<file path="src/source/rv_defines.svh">
`ifndef RV_DEFINES_SVH
`define RV_DEFINES_SVH

// data and address width
`define RV_XLEN 32

// register file geometry
`define RV_REG_AW 5
`define RV_NUM_REGS 32

// first fetch address after reset
`define RV_RESET_PC 32'h8000_0000

`endif

</file>
<file path="src/source/rv_pkg.sv">
`default_nettype none

`include "rv_defines.svh"

package rv_pkg;

    // major opcodes handled by the core
    typedef enum logic [6:0] {
        OPC_OP     = 7'b0110011,
        OPC_OP_IMM = 7'b0010011,
        OPC_LUI    = 7'b0110111,
        OPC_AUIPC  = 7'b0010111,
        OPC_BRANCH = 7'b1100011,
        OPC_JAL    = 7'b1101111,
        OPC_JALR   = 7'b1100111
    } opcode_e;

    typedef enum logic [2:0] {
        TYPE_R,
        TYPE_I,
        TYPE_B,
        TYPE_U,
        TYPE_J,
        TYPE_N  // no-op, nothing written
    } inst_type_e;

    typedef enum logic [3:0] {
        ALU_ADD, ALU_SUB, ALU_SLL, ALU_SLT, ALU_SLTU,
        ALU_XOR, ALU_SRL, ALU_SRA, ALU_OR, ALU_AND
    } alu_op_e;

    // same word, register layout or upper-immediate layout
    typedef union packed {
        struct packed {
            logic [6:0] funct7;
            logic [4:0] rs2;
            logic [4:0] rs1;
            logic [2:0] funct3;
            logic [4:0] rd;
            logic [6:0] opcode;
        } fields;
        struct packed {
            logic [19:0] imm;
            logic [4:0]  rd;
            logic [6:0]  opcode;
        } upper;
    } inst_word_u;

    typedef struct packed {
        inst_type_e               inst_type;
        opcode_e                  opcode;
        logic [2:0]               funct3;
        logic [`RV_REG_AW-1:0]    rd;
        logic [`RV_REG_AW-1:0]    rs1;
        logic [`RV_REG_AW-1:0]    rs2;
        logic [`RV_XLEN-1:0]      imm;
        alu_op_e                  alu_op;
    } decoded_t;

    typedef struct packed {
        logic [`RV_XLEN-1:0] alu_result;
        logic                jump_en;
        logic [`RV_XLEN-1:0] jump_target;
    } exec_t;

    typedef struct packed {
        logic                  en;
        logic [`RV_REG_AW-1:0] rd;
        logic [`RV_XLEN-1:0]   data;
    } wb_t;

endpackage

`default_nettype wire

</file>
<file path="src/source/rv_commit.sv">
`timescale 1ns/1ps
`default_nettype none

`include "rv_defines.svh"

module rv_commit
    import rv_pkg::*;
(
    input  logic                clk,
    input  logic                reset,
    input  decoded_t            dec,
    input  exec_t               ex,
    output logic [`RV_XLEN-1:0] pc,
    output wb_t                 wb
);

    logic [`RV_XLEN-1:0] snpc;
    logic                is_link;
    logic                writes_rd;

    assign snpc    = pc + `RV_XLEN'd4;
    assign is_link = (dec.opcode == OPC_JAL) || (dec.opcode == OPC_JALR);

    always_comb begin
        case (dec.inst_type)
            TYPE_R, TYPE_I, TYPE_U, TYPE_J: writes_rd = 1'b1;
            default:                        writes_rd = 1'b0;  // branches, no-ops
        endcase
    end

    assign wb.en   = writes_rd && (dec.rd != '0) && !reset;
    assign wb.rd   = dec.rd;
    assign wb.data = is_link ? snpc : ex.alu_result;

    always_ff @(posedge clk) begin
        if (reset)
            pc <= `RV_RESET_PC;
        else if (ex.jump_en)
            pc <= ex.jump_target;
        else
            pc <= snpc;
    end

endmodule

`default_nettype wire

</file>
<file path="src/source/rv_core.sv">
`timescale 1ns/1ps
`default_nettype none

`include "rv_defines.svh"

module rv_core
    import rv_pkg::*;
(
    input  logic                clk,
    input  logic                reset,
    input  inst_word_u          inst,  // must be the word at pc
    output logic [`RV_XLEN-1:0] pc,
    output wb_t                 wb
);

    decoded_t            dec;
    exec_t               ex;
    logic [`RV_XLEN-1:0] src1;
    logic [`RV_XLEN-1:0] src2;

    rv_decode u_decode (
        .inst (inst),
        .dec  (dec)
    );

    rv_regfile u_regfile (
        .clk    (clk),
        .wb     (wb),
        .raddr1 (dec.rs1),
        .raddr2 (dec.rs2),
        .rdata1 (src1),
        .rdata2 (src2)
    );

    rv_execute u_execute (
        .dec  (dec),
        .src1 (src1),
        .src2 (src2),
        .pc   (pc),
        .ex   (ex)
    );

    rv_commit u_commit (
        .clk   (clk),
        .reset (reset),
        .dec   (dec),
        .ex    (ex),
        .pc    (pc),
        .wb    (wb)
    );

endmodule

`default_nettype wire

</file>
<file path="src/source/rv_decode.sv">
`timescale 1ns/1ps
`default_nettype none

`include "rv_defines.svh"

module rv_decode
    import rv_pkg::*;
(
    input  inst_word_u inst,
    output decoded_t   dec
);

    logic [6:0]          funct7;
    opcode_e             opcode;
    inst_type_e          inst_type;
    logic [`RV_XLEN-1:0] imm_i;
    logic [`RV_XLEN-1:0] imm_b;
    logic [`RV_XLEN-1:0] imm_j;
    logic [`RV_XLEN-1:0] imm_u;

    assign funct7 = inst.fields.funct7;
    assign opcode = opcode_e'(inst.fields.opcode);

    // scattered immediates rebuilt from the register view
    assign imm_i = {{20{funct7[6]}}, funct7, inst.fields.rs2};
    assign imm_b = {{20{funct7[6]}}, inst.fields.rd[0], funct7[5:0],
                    inst.fields.rd[4:1], 1'b0};
    assign imm_j = {{12{funct7[6]}}, inst.fields.rs1, inst.fields.funct3,
                    inst.fields.rs2[0], funct7[5:0], inst.fields.rs2[4:1], 1'b0};
    assign imm_u = {inst.upper.imm, 12'b0};

    assign dec.inst_type = inst_type;
    assign dec.opcode    = opcode;
    assign dec.funct3    = inst.fields.funct3;
    assign dec.rd        = inst.upper.rd;
    assign dec.rs1       = inst.fields.rs1;
    assign dec.rs2       = inst.fields.rs2;

    always_comb begin
        case (opcode)
            OPC_OP:             inst_type = TYPE_R;
            OPC_OP_IMM,
            OPC_JALR:           inst_type = TYPE_I;
            OPC_BRANCH:         inst_type = TYPE_B;
            OPC_LUI, OPC_AUIPC: inst_type = TYPE_U;
            OPC_JAL:            inst_type = TYPE_J;
            default:            inst_type = TYPE_N;  // load, store, system...
        endcase
    end

    always_comb begin
        case (inst_type)
            TYPE_I:  dec.imm = imm_i;
            TYPE_B:  dec.imm = imm_b;
            TYPE_U:  dec.imm = imm_u;
            TYPE_J:  dec.imm = imm_j;
            default: dec.imm = '0;
        endcase
    end

    always_comb begin
        dec.alu_op = ALU_ADD;
        if (opcode == OPC_OP || opcode == OPC_OP_IMM) begin
            case (inst.fields.funct3)
                3'b000: begin
                    // addi has no subtract form
                    if (inst_type == TYPE_R && funct7[5])
                        dec.alu_op = ALU_SUB;
                end
                3'b001: dec.alu_op = ALU_SLL;
                3'b010: dec.alu_op = ALU_SLT;
                3'b011: dec.alu_op = ALU_SLTU;
                3'b100: dec.alu_op = ALU_XOR;
                3'b101: dec.alu_op = funct7[5] ? ALU_SRA : ALU_SRL;
                3'b110: dec.alu_op = ALU_OR;
                default: dec.alu_op = ALU_AND;
            endcase
        end
    end

endmodule

`default_nettype wire

</file>
<file path="src/source/rv_execute.sv">
`timescale 1ns/1ps
`default_nettype none

`include "rv_defines.svh"

module rv_execute
    import rv_pkg::*;
(
    input  decoded_t            dec,
    input  logic [`RV_XLEN-1:0] src1,
    input  logic [`RV_XLEN-1:0] src2,
    input  logic [`RV_XLEN-1:0] pc,
    output exec_t               ex
);

    logic [`RV_XLEN-1:0] alu_a;
    logic [`RV_XLEN-1:0] alu_b;
    logic [`RV_XLEN-1:0] alu_y;
    logic [4:0]          shamt;
    logic                take;

    // operand select
    always_comb begin
        alu_a = src1;
        alu_b = src2;
        case (dec.inst_type)
            TYPE_I: alu_b = dec.imm;
            TYPE_U: begin
                alu_a = (dec.opcode == OPC_LUI) ? '0 : pc;
                alu_b = dec.imm;
            end
            TYPE_B, TYPE_J: begin
                alu_a = pc;  // target = pc + offset
                alu_b = dec.imm;
            end
            default: ;
        endcase
    end

    assign shamt = alu_b[4:0];

    always_comb begin
        case (dec.alu_op)
            ALU_SUB:  alu_y = alu_a - alu_b;
            ALU_SLL:  alu_y = alu_a << shamt;
            ALU_SLT:  alu_y = {{(`RV_XLEN-1){1'b0}}, $signed(alu_a) < $signed(alu_b)};
            ALU_SLTU: alu_y = {{(`RV_XLEN-1){1'b0}}, alu_a < alu_b};
            ALU_XOR:  alu_y = alu_a ^ alu_b;
            ALU_SRL:  alu_y = alu_a >> shamt;
            ALU_SRA:  alu_y = $unsigned($signed(alu_a) >>> shamt);
            ALU_OR:   alu_y = alu_a | alu_b;
            ALU_AND:  alu_y = alu_a & alu_b;
            default:  alu_y = alu_a + alu_b;
        endcase
    end

    // branch condition on the raw register values
    always_comb begin
        case (dec.funct3)
            3'b000:  take = (src1 == src2);
            3'b001:  take = (src1 != src2);
            3'b100:  take = ($signed(src1) < $signed(src2));
            3'b101:  take = ($signed(src1) >= $signed(src2));
            3'b110:  take = (src1 < src2);
            3'b111:  take = (src1 >= src2);
            default: take = 1'b0;
        endcase
    end

    assign ex.alu_result = alu_y;

    always_comb begin
        ex.jump_en     = 1'b0;
        ex.jump_target = alu_y;
        case (dec.inst_type)
            TYPE_I: begin
                if (dec.opcode == OPC_JALR) begin
                    ex.jump_en     = 1'b1;
                    ex.jump_target = {alu_y[`RV_XLEN-1:1], 1'b0};
                end
            end
            TYPE_J:  ex.jump_en = 1'b1;
            TYPE_B:  ex.jump_en = take;
            default: ;
        endcase
    end

endmodule

`default_nettype wire

</file>
<file path="src/source/rv_regfile.sv">
`timescale 1ns/1ps
`default_nettype none

`include "rv_defines.svh"

module rv_regfile
    import rv_pkg::*;
(
    input  logic                  clk,
    input  wb_t                   wb,
    input  logic [`RV_REG_AW-1:0] raddr1,
    input  logic [`RV_REG_AW-1:0] raddr2,
    output logic [`RV_XLEN-1:0]   rdata1,
    output logic [`RV_XLEN-1:0]   rdata2
);

    logic [`RV_XLEN-1:0] regs [`RV_NUM_REGS];

    always_ff @(posedge clk) begin
        if (wb.en)
            regs[wb.rd] <= wb.data;
    end

    // x0 is hardwired
    assign rdata1 = (raddr1 == '0) ? '0 : regs[raddr1];
    assign rdata2 = (raddr2 == '0) ? '0 : regs[raddr2];

endmodule

`default_nettype wire

</file>
<file path="config.mk">
export PLATFORM = sky130hd
export DESIGN_NAME = rv_core
export DESIGN_NICKNAME = d
export VERILOG_FILES = /design/src/source/rv_pkg.sv /design/src/source/rv_commit.sv /design/src/source/rv_core.sv /design/src/source/rv_decode.sv /design/src/source/rv_execute.sv /design/src/source/rv_regfile.sv
export VERILOG_INCLUDE_DIRS = /design/src /design/src/source
export SDC_FILE = /design/constraint.sdc
export NUM_CORES = 2
export LEC_CHECK = 0
export BUFFER_PORTS_ARGS = -buffer_cell sky130_fd_sc_hd__buf_2
export CORE_AREA = 2 2 420 422
export CTS_BUF_LIST = sky130_fd_sc_hd__clkbuf_4
export DETAILED_ROUTE_END_ITERATION = 8
export DIE_AREA = 0 0 422 424
export SYNTH_ARGS = -nofsm -noshare
export SYNTH_HDL_FRONTEND = slang
export SYNTH_HIERARCHICAL = 1
export SYNTH_SLANG_ARGS = --single-unit
</file>
<file path="constraint.sdc">
create_clock -name clk -period 9.05 [get_ports clk]
set_clock_uncertainty 0.15 [all_clocks]
set_input_delay 0.905 -clock clk [delete_from_list [all_inputs] [get_ports clk]]
set_output_delay 0.905 -clock clk [all_outputs]
set_load 0.02 [all_outputs]
</file>
==> summary.json <==
{
  "outcome": {
    "status": "finished clean"
  },
  "hold_path": {
    "min_path_type": "in2reg",
    "hold_depth": 6,
    "hold_path.startpoint": "inst[6]",
    "holdPathEnd": "u_commit/pc[0]"
  },
  "synth": {
    "ys_seq_area_share_pct": 51.6,
    "synth_xor_xnor_area_share_pct": 0.619,
    "synth_simple_gate_area_share_pct": 7.18,
    "syn-mean-instance-area_sq_um": 13.5,
    "synth_ff_type": "edfxtp_1",
    "synth_area_sq_um": 60900,
    "ys_seq_elements": 1056,
    "synth_async_sr_flop_share_pct": 0,
    "number_of_standard_cells_after_synthesis": 4506,
    "synthMuxAreaShare_pct": 20.9,
    "synth_fa_ha_area_share_pct": 2.74,
    "yosysUniqueCellTypes": 113,
    "postSynthNetCount": 4672,
    "post_synth_edffs": 1024,
    "ys.warnings.count": 6,
    "dominant_combinational_cell_family_by_area_after_synthesis": "multiplexers",
    "synth_compound_area_share_pct": 12.5
  },
  "detailed_routing": {
    "ant_nets": 0,
    "post_route_wl_um": 238000,
    "met2_wirelength_um": 110000,
    "drc": 0,
    "route.detailed.wl_per_inst_um": 32.9,
    "met1Wirelength_um": 88500,
    "drt_iter0_drc": 6256,
    "drt_pre_antenna_iters": 6,
    "via_count": 46100,
    "met3WireLength_um": 26700,
    "route.top_layer_used": "met5",
    "routed_via_density": 6.36
  },
  "die": {
    "number_of_placement_rows": 154,
    "ios": 104,
    "fp.dieW_um": 422,
    "dieArea_sq_um": 179000,
    "die_h_um": 424,
    "fp.coreArea_sq_um": 175000,
    "initial_core_util_pct": 34.8
  },
  "global_route": {
    "wire_length_of_the_first_global_routing_pass_um": 333000,
    "grt_remaining_overflow": 0,
    "gr-usage-all-layers_pct": 25.9,
    "antenna_found_initial": 17,
    "grt_max_degree": 65,
    "first_global_vias": 45000
  },
  "worst_setup_path": {
    "timing.critical_path.from_type": "input port",
    "crit_type": "in2out",
    "cell_by_cell_listing_of_the_critical_path": "buf_2 -> nor2b_4 -> buf_4 -> a22o_1 -> a2111oi_0 -> nor3_1 -> inv_1 -> nor2_1 -> a21o_1 -> ha_1 -> nor2_1 -> nand3_1 -> a211oi_1 -> o31ai_4 -> o31ai_2 -> a21boi_0 -> o41ai_1 -> mux2i_1 -> a211o_1 -> nor2_1 -> a21oi_2 -> buf_2",
    "timing.critical_path.required_ns": 8.00,
    "worstReg2RegStart": "u_regfile/regs[31][0]",
    "cell_class_contributing_the_biggest_share_of_worst_path_delay": "compound AO/OA/AOI/OAI gates",
    "timing.critical_path.fanout_max": 14,
    "regToRegEndpoint": "u_regfile/regs[11][20]",
    "slowest_delay_ns": 0.71,
    "crit_cells": 22,
    "r2r_slack_ns": 2.14,
    "r2r.worst_path.cells": 25,
    "worst_setup_path_end_kind": "output pin",
    "path_buf_inv": 4,
    "crit_arrival_ns": 7.73,
    "worst_path_max_delay_cell": "nor2b_4",
    "cp_common_cell": "nor2_1"
  },
  "clocking": {
    "worstSkewPairLatency_ns": 1.21,
    "h_tree_lvls": 5,
    "tritoncts": "yes",
    "clkSlewWorstSetupHoldPaths_ns": 0.06,
    "numCtsBuffers": 284,
    "clock_sinks": 1056,
    "clockRootBuffer": "clkbuf_4",
    "cts_buffer_depth": 4
  },
  "pwr": {
    "clkPwrFrac_pct": 29.2,
    "leakage_power_of_the_design_uw": 0.0237,
    "power.ir.vdd_worst_v": 0.000164,
    "net_switching_uw": 4470,
    "finalPower_uw": 13500,
    "power.switching_fraction_pct": 33.1,
    "comb_power_share_pct": 26.7,
    "pwr_density_cell_nw_per_um2": 198,
    "seq_power_share_pct": 44.2,
    "intPower_uw": 9040
  },
  "finish": {
    "layout-area-overhead-vs-synth_pct": 12.0,
    "drive_above_1_share_pct": 28.1,
    "finish.instance_area_sq_um": 68100,
    "finalNetCount": 4903,
    "fillerInstances": 16700
  },
  "timing": {
    "maxSlewHeadroom_pct": 18.7,
    "rsz_0062_raised_after_global_routing": "false",
    "final_cycle_share_pct": 97.1,
    "timing.final.crit_period_ns": 8.79,
    "timing.final.hold_violations": 0,
    "timing.setup.tns_ns": 0,
    "setup-violations-final": 0,
    "postLayoutSetupSlackWorst_ns": 0.261,
    "slew_viol_final": 0,
    "fmax_mhz": 114,
    "tightestPinTransition_ns": 1.22
  },
  "placed_design": {
    "placement.cell_area_sq_um": 64900,
    "detailed_place_hpwl_um": 163000,
    "dpl_worst_slack_ns": 0.414,
    "gpl.final_weighted_congestion": 1.02,
    "buffer_ports.inserted": 103
  },
  "job": {
    "number_of_maximum_capacitance_constraint_violations": 0
  }
}
## state kept, by name (all words and copies together), names as in the netlist
register,cells
u_commit/pc,32
u_regfile/regs,1024
## cell usage in the layout (no fill, tap or decap), types with 28 or more instances in the layout
cell / instances
a211o_1: 34
nor2_1: 241
inv_1: 149
dfxtp_1: 32
ha_1: 130
buf_4: 224
nand2_1: 263
o221ai_1: 50
nor2_4: 36
a22o_1: 68
mux2i_1: 234
o21ai_0: 106
clkbuf_4: 383
nand4_1: 28
a2111oi_0: 36
a21oi_1: 196
a221oi_1: 52
a211oi_1: 90
edfxtp_1: 1024
mux4_2: 436
clkinv_1: 47
and2_1: 29
nand3_1: 67
o211ai_1: 49
nor3_1: 73
buf_2: 96
a21o_1: 78
o22ai_1: 73
## synth_stat cells, drive strengths merged, types with 68 or more instances
library cell	instances	area (sq um)
edfxtp	1024	30700
mux4	436	9820
nor2	279	1060
nand2	272	1050
mux2i	239	2390
a21oi	225	1130
buf	218	1400
clkbuf	186	702
inv	159	597
o21ai	135	724
ha	130	1630
a211oi	91	688
nor3	79	427
a21o	78	586
o22ai	73	457
a22o	68	596
nand3	68	353
## area by class of cell
class / count / area [sq um] / share of cell area (%)
repair buffers: 352 / 2760 / 4.05
clock buffers: 383 / 2880 / 4.22
flip-flops and latches: 1056 / 31400 / 46.1
diodes: 4 / 10.0 / 0.0147
clock inverters: 63 / 330 / 0.485
well taps: 2340 / 2930 / 4.30
multi-input cells: 2881 / 27200 / 40.0
inverters: 162 / 611 / 0.896
## metal layers
| metal | vias to the layer above | GRT usage, % |
|---|---|---|
| met5 | - | 0 |
| li1 | 18700 | - |
| met4 | 6 | 13.1 |
| met1 | 23500 | 33.1 |
| met3 | 601 | 6.08 |
| met2 | 3240 | 41.1 |
## logic make-up (layout without fill, tap and decap cells)
group                    count (synthesis)  count (layout)
AO/OA/AOI/OAI                         1073            1073
flip-flops                            1056            1056
AND/OR/NAND/NOR                        912             912
multiplexers                           721             721
buffers and inverters                  569             960
adder cells (fa/ha/maj)                132             132
XOR/XNOR                                43              43
other                                    0               4
## worst register-to-register path, delay by kind of cell, from the launching register on
kind            cells  cell delay [ns]
compound gates     10             2.83
simple gates        5             0.77
mux                 2             0.73
flops               1             0.40
buf+inv             5             0.92
fa+ha+maj           2             0.63
xor+xnor            1             0.17
## metrics by stage
step	hold WS (ns)	utilization (%)	std cells
CTS	0.170	38.9	7237
detailed placement	0.505	37.1	6790
floorplan	0.453	-	4506
finish	0.321	38.9	7241
global route	0.344	38.9	7238
global placement	0.508	37.1	6790
## timing repair
item	CTS	global route
hold endpoints to repair	7	0
endpoints found under the setup margin	0	2
resized for setup	0	4
buffers inserted	0	0
hold buffers	1	0
## power by group through the flow
stage                     Clock [uW]  Combinational [uW]  Sequential (uW)
final                           3940                3600             5970
after detailed placement           0                3500             6070
after global placement             0                3490             6070
after floorplan                    0                2080             6110
after CTS                       4020                3510             5970
after global routing            4270                3810             5960
## worst max-delay path by stage
| stage | start | end |
|---|---|---|
| 3_5_place_dp | inst[23] | wb[20] |
| 5_1_grt | u_regfile/regs[24][0] | wb[20] |
| 4_1_cts | u_regfile/regs[24][0] | wb[20] |
| 2_1_floorplan | inst[20] | wb[20] |
| 3_3_place_gp | inst[23] | wb[20] |
| 6_report | inst[23] | wb[29] |
Note: power is estimated with default switching activity, not from simulation.
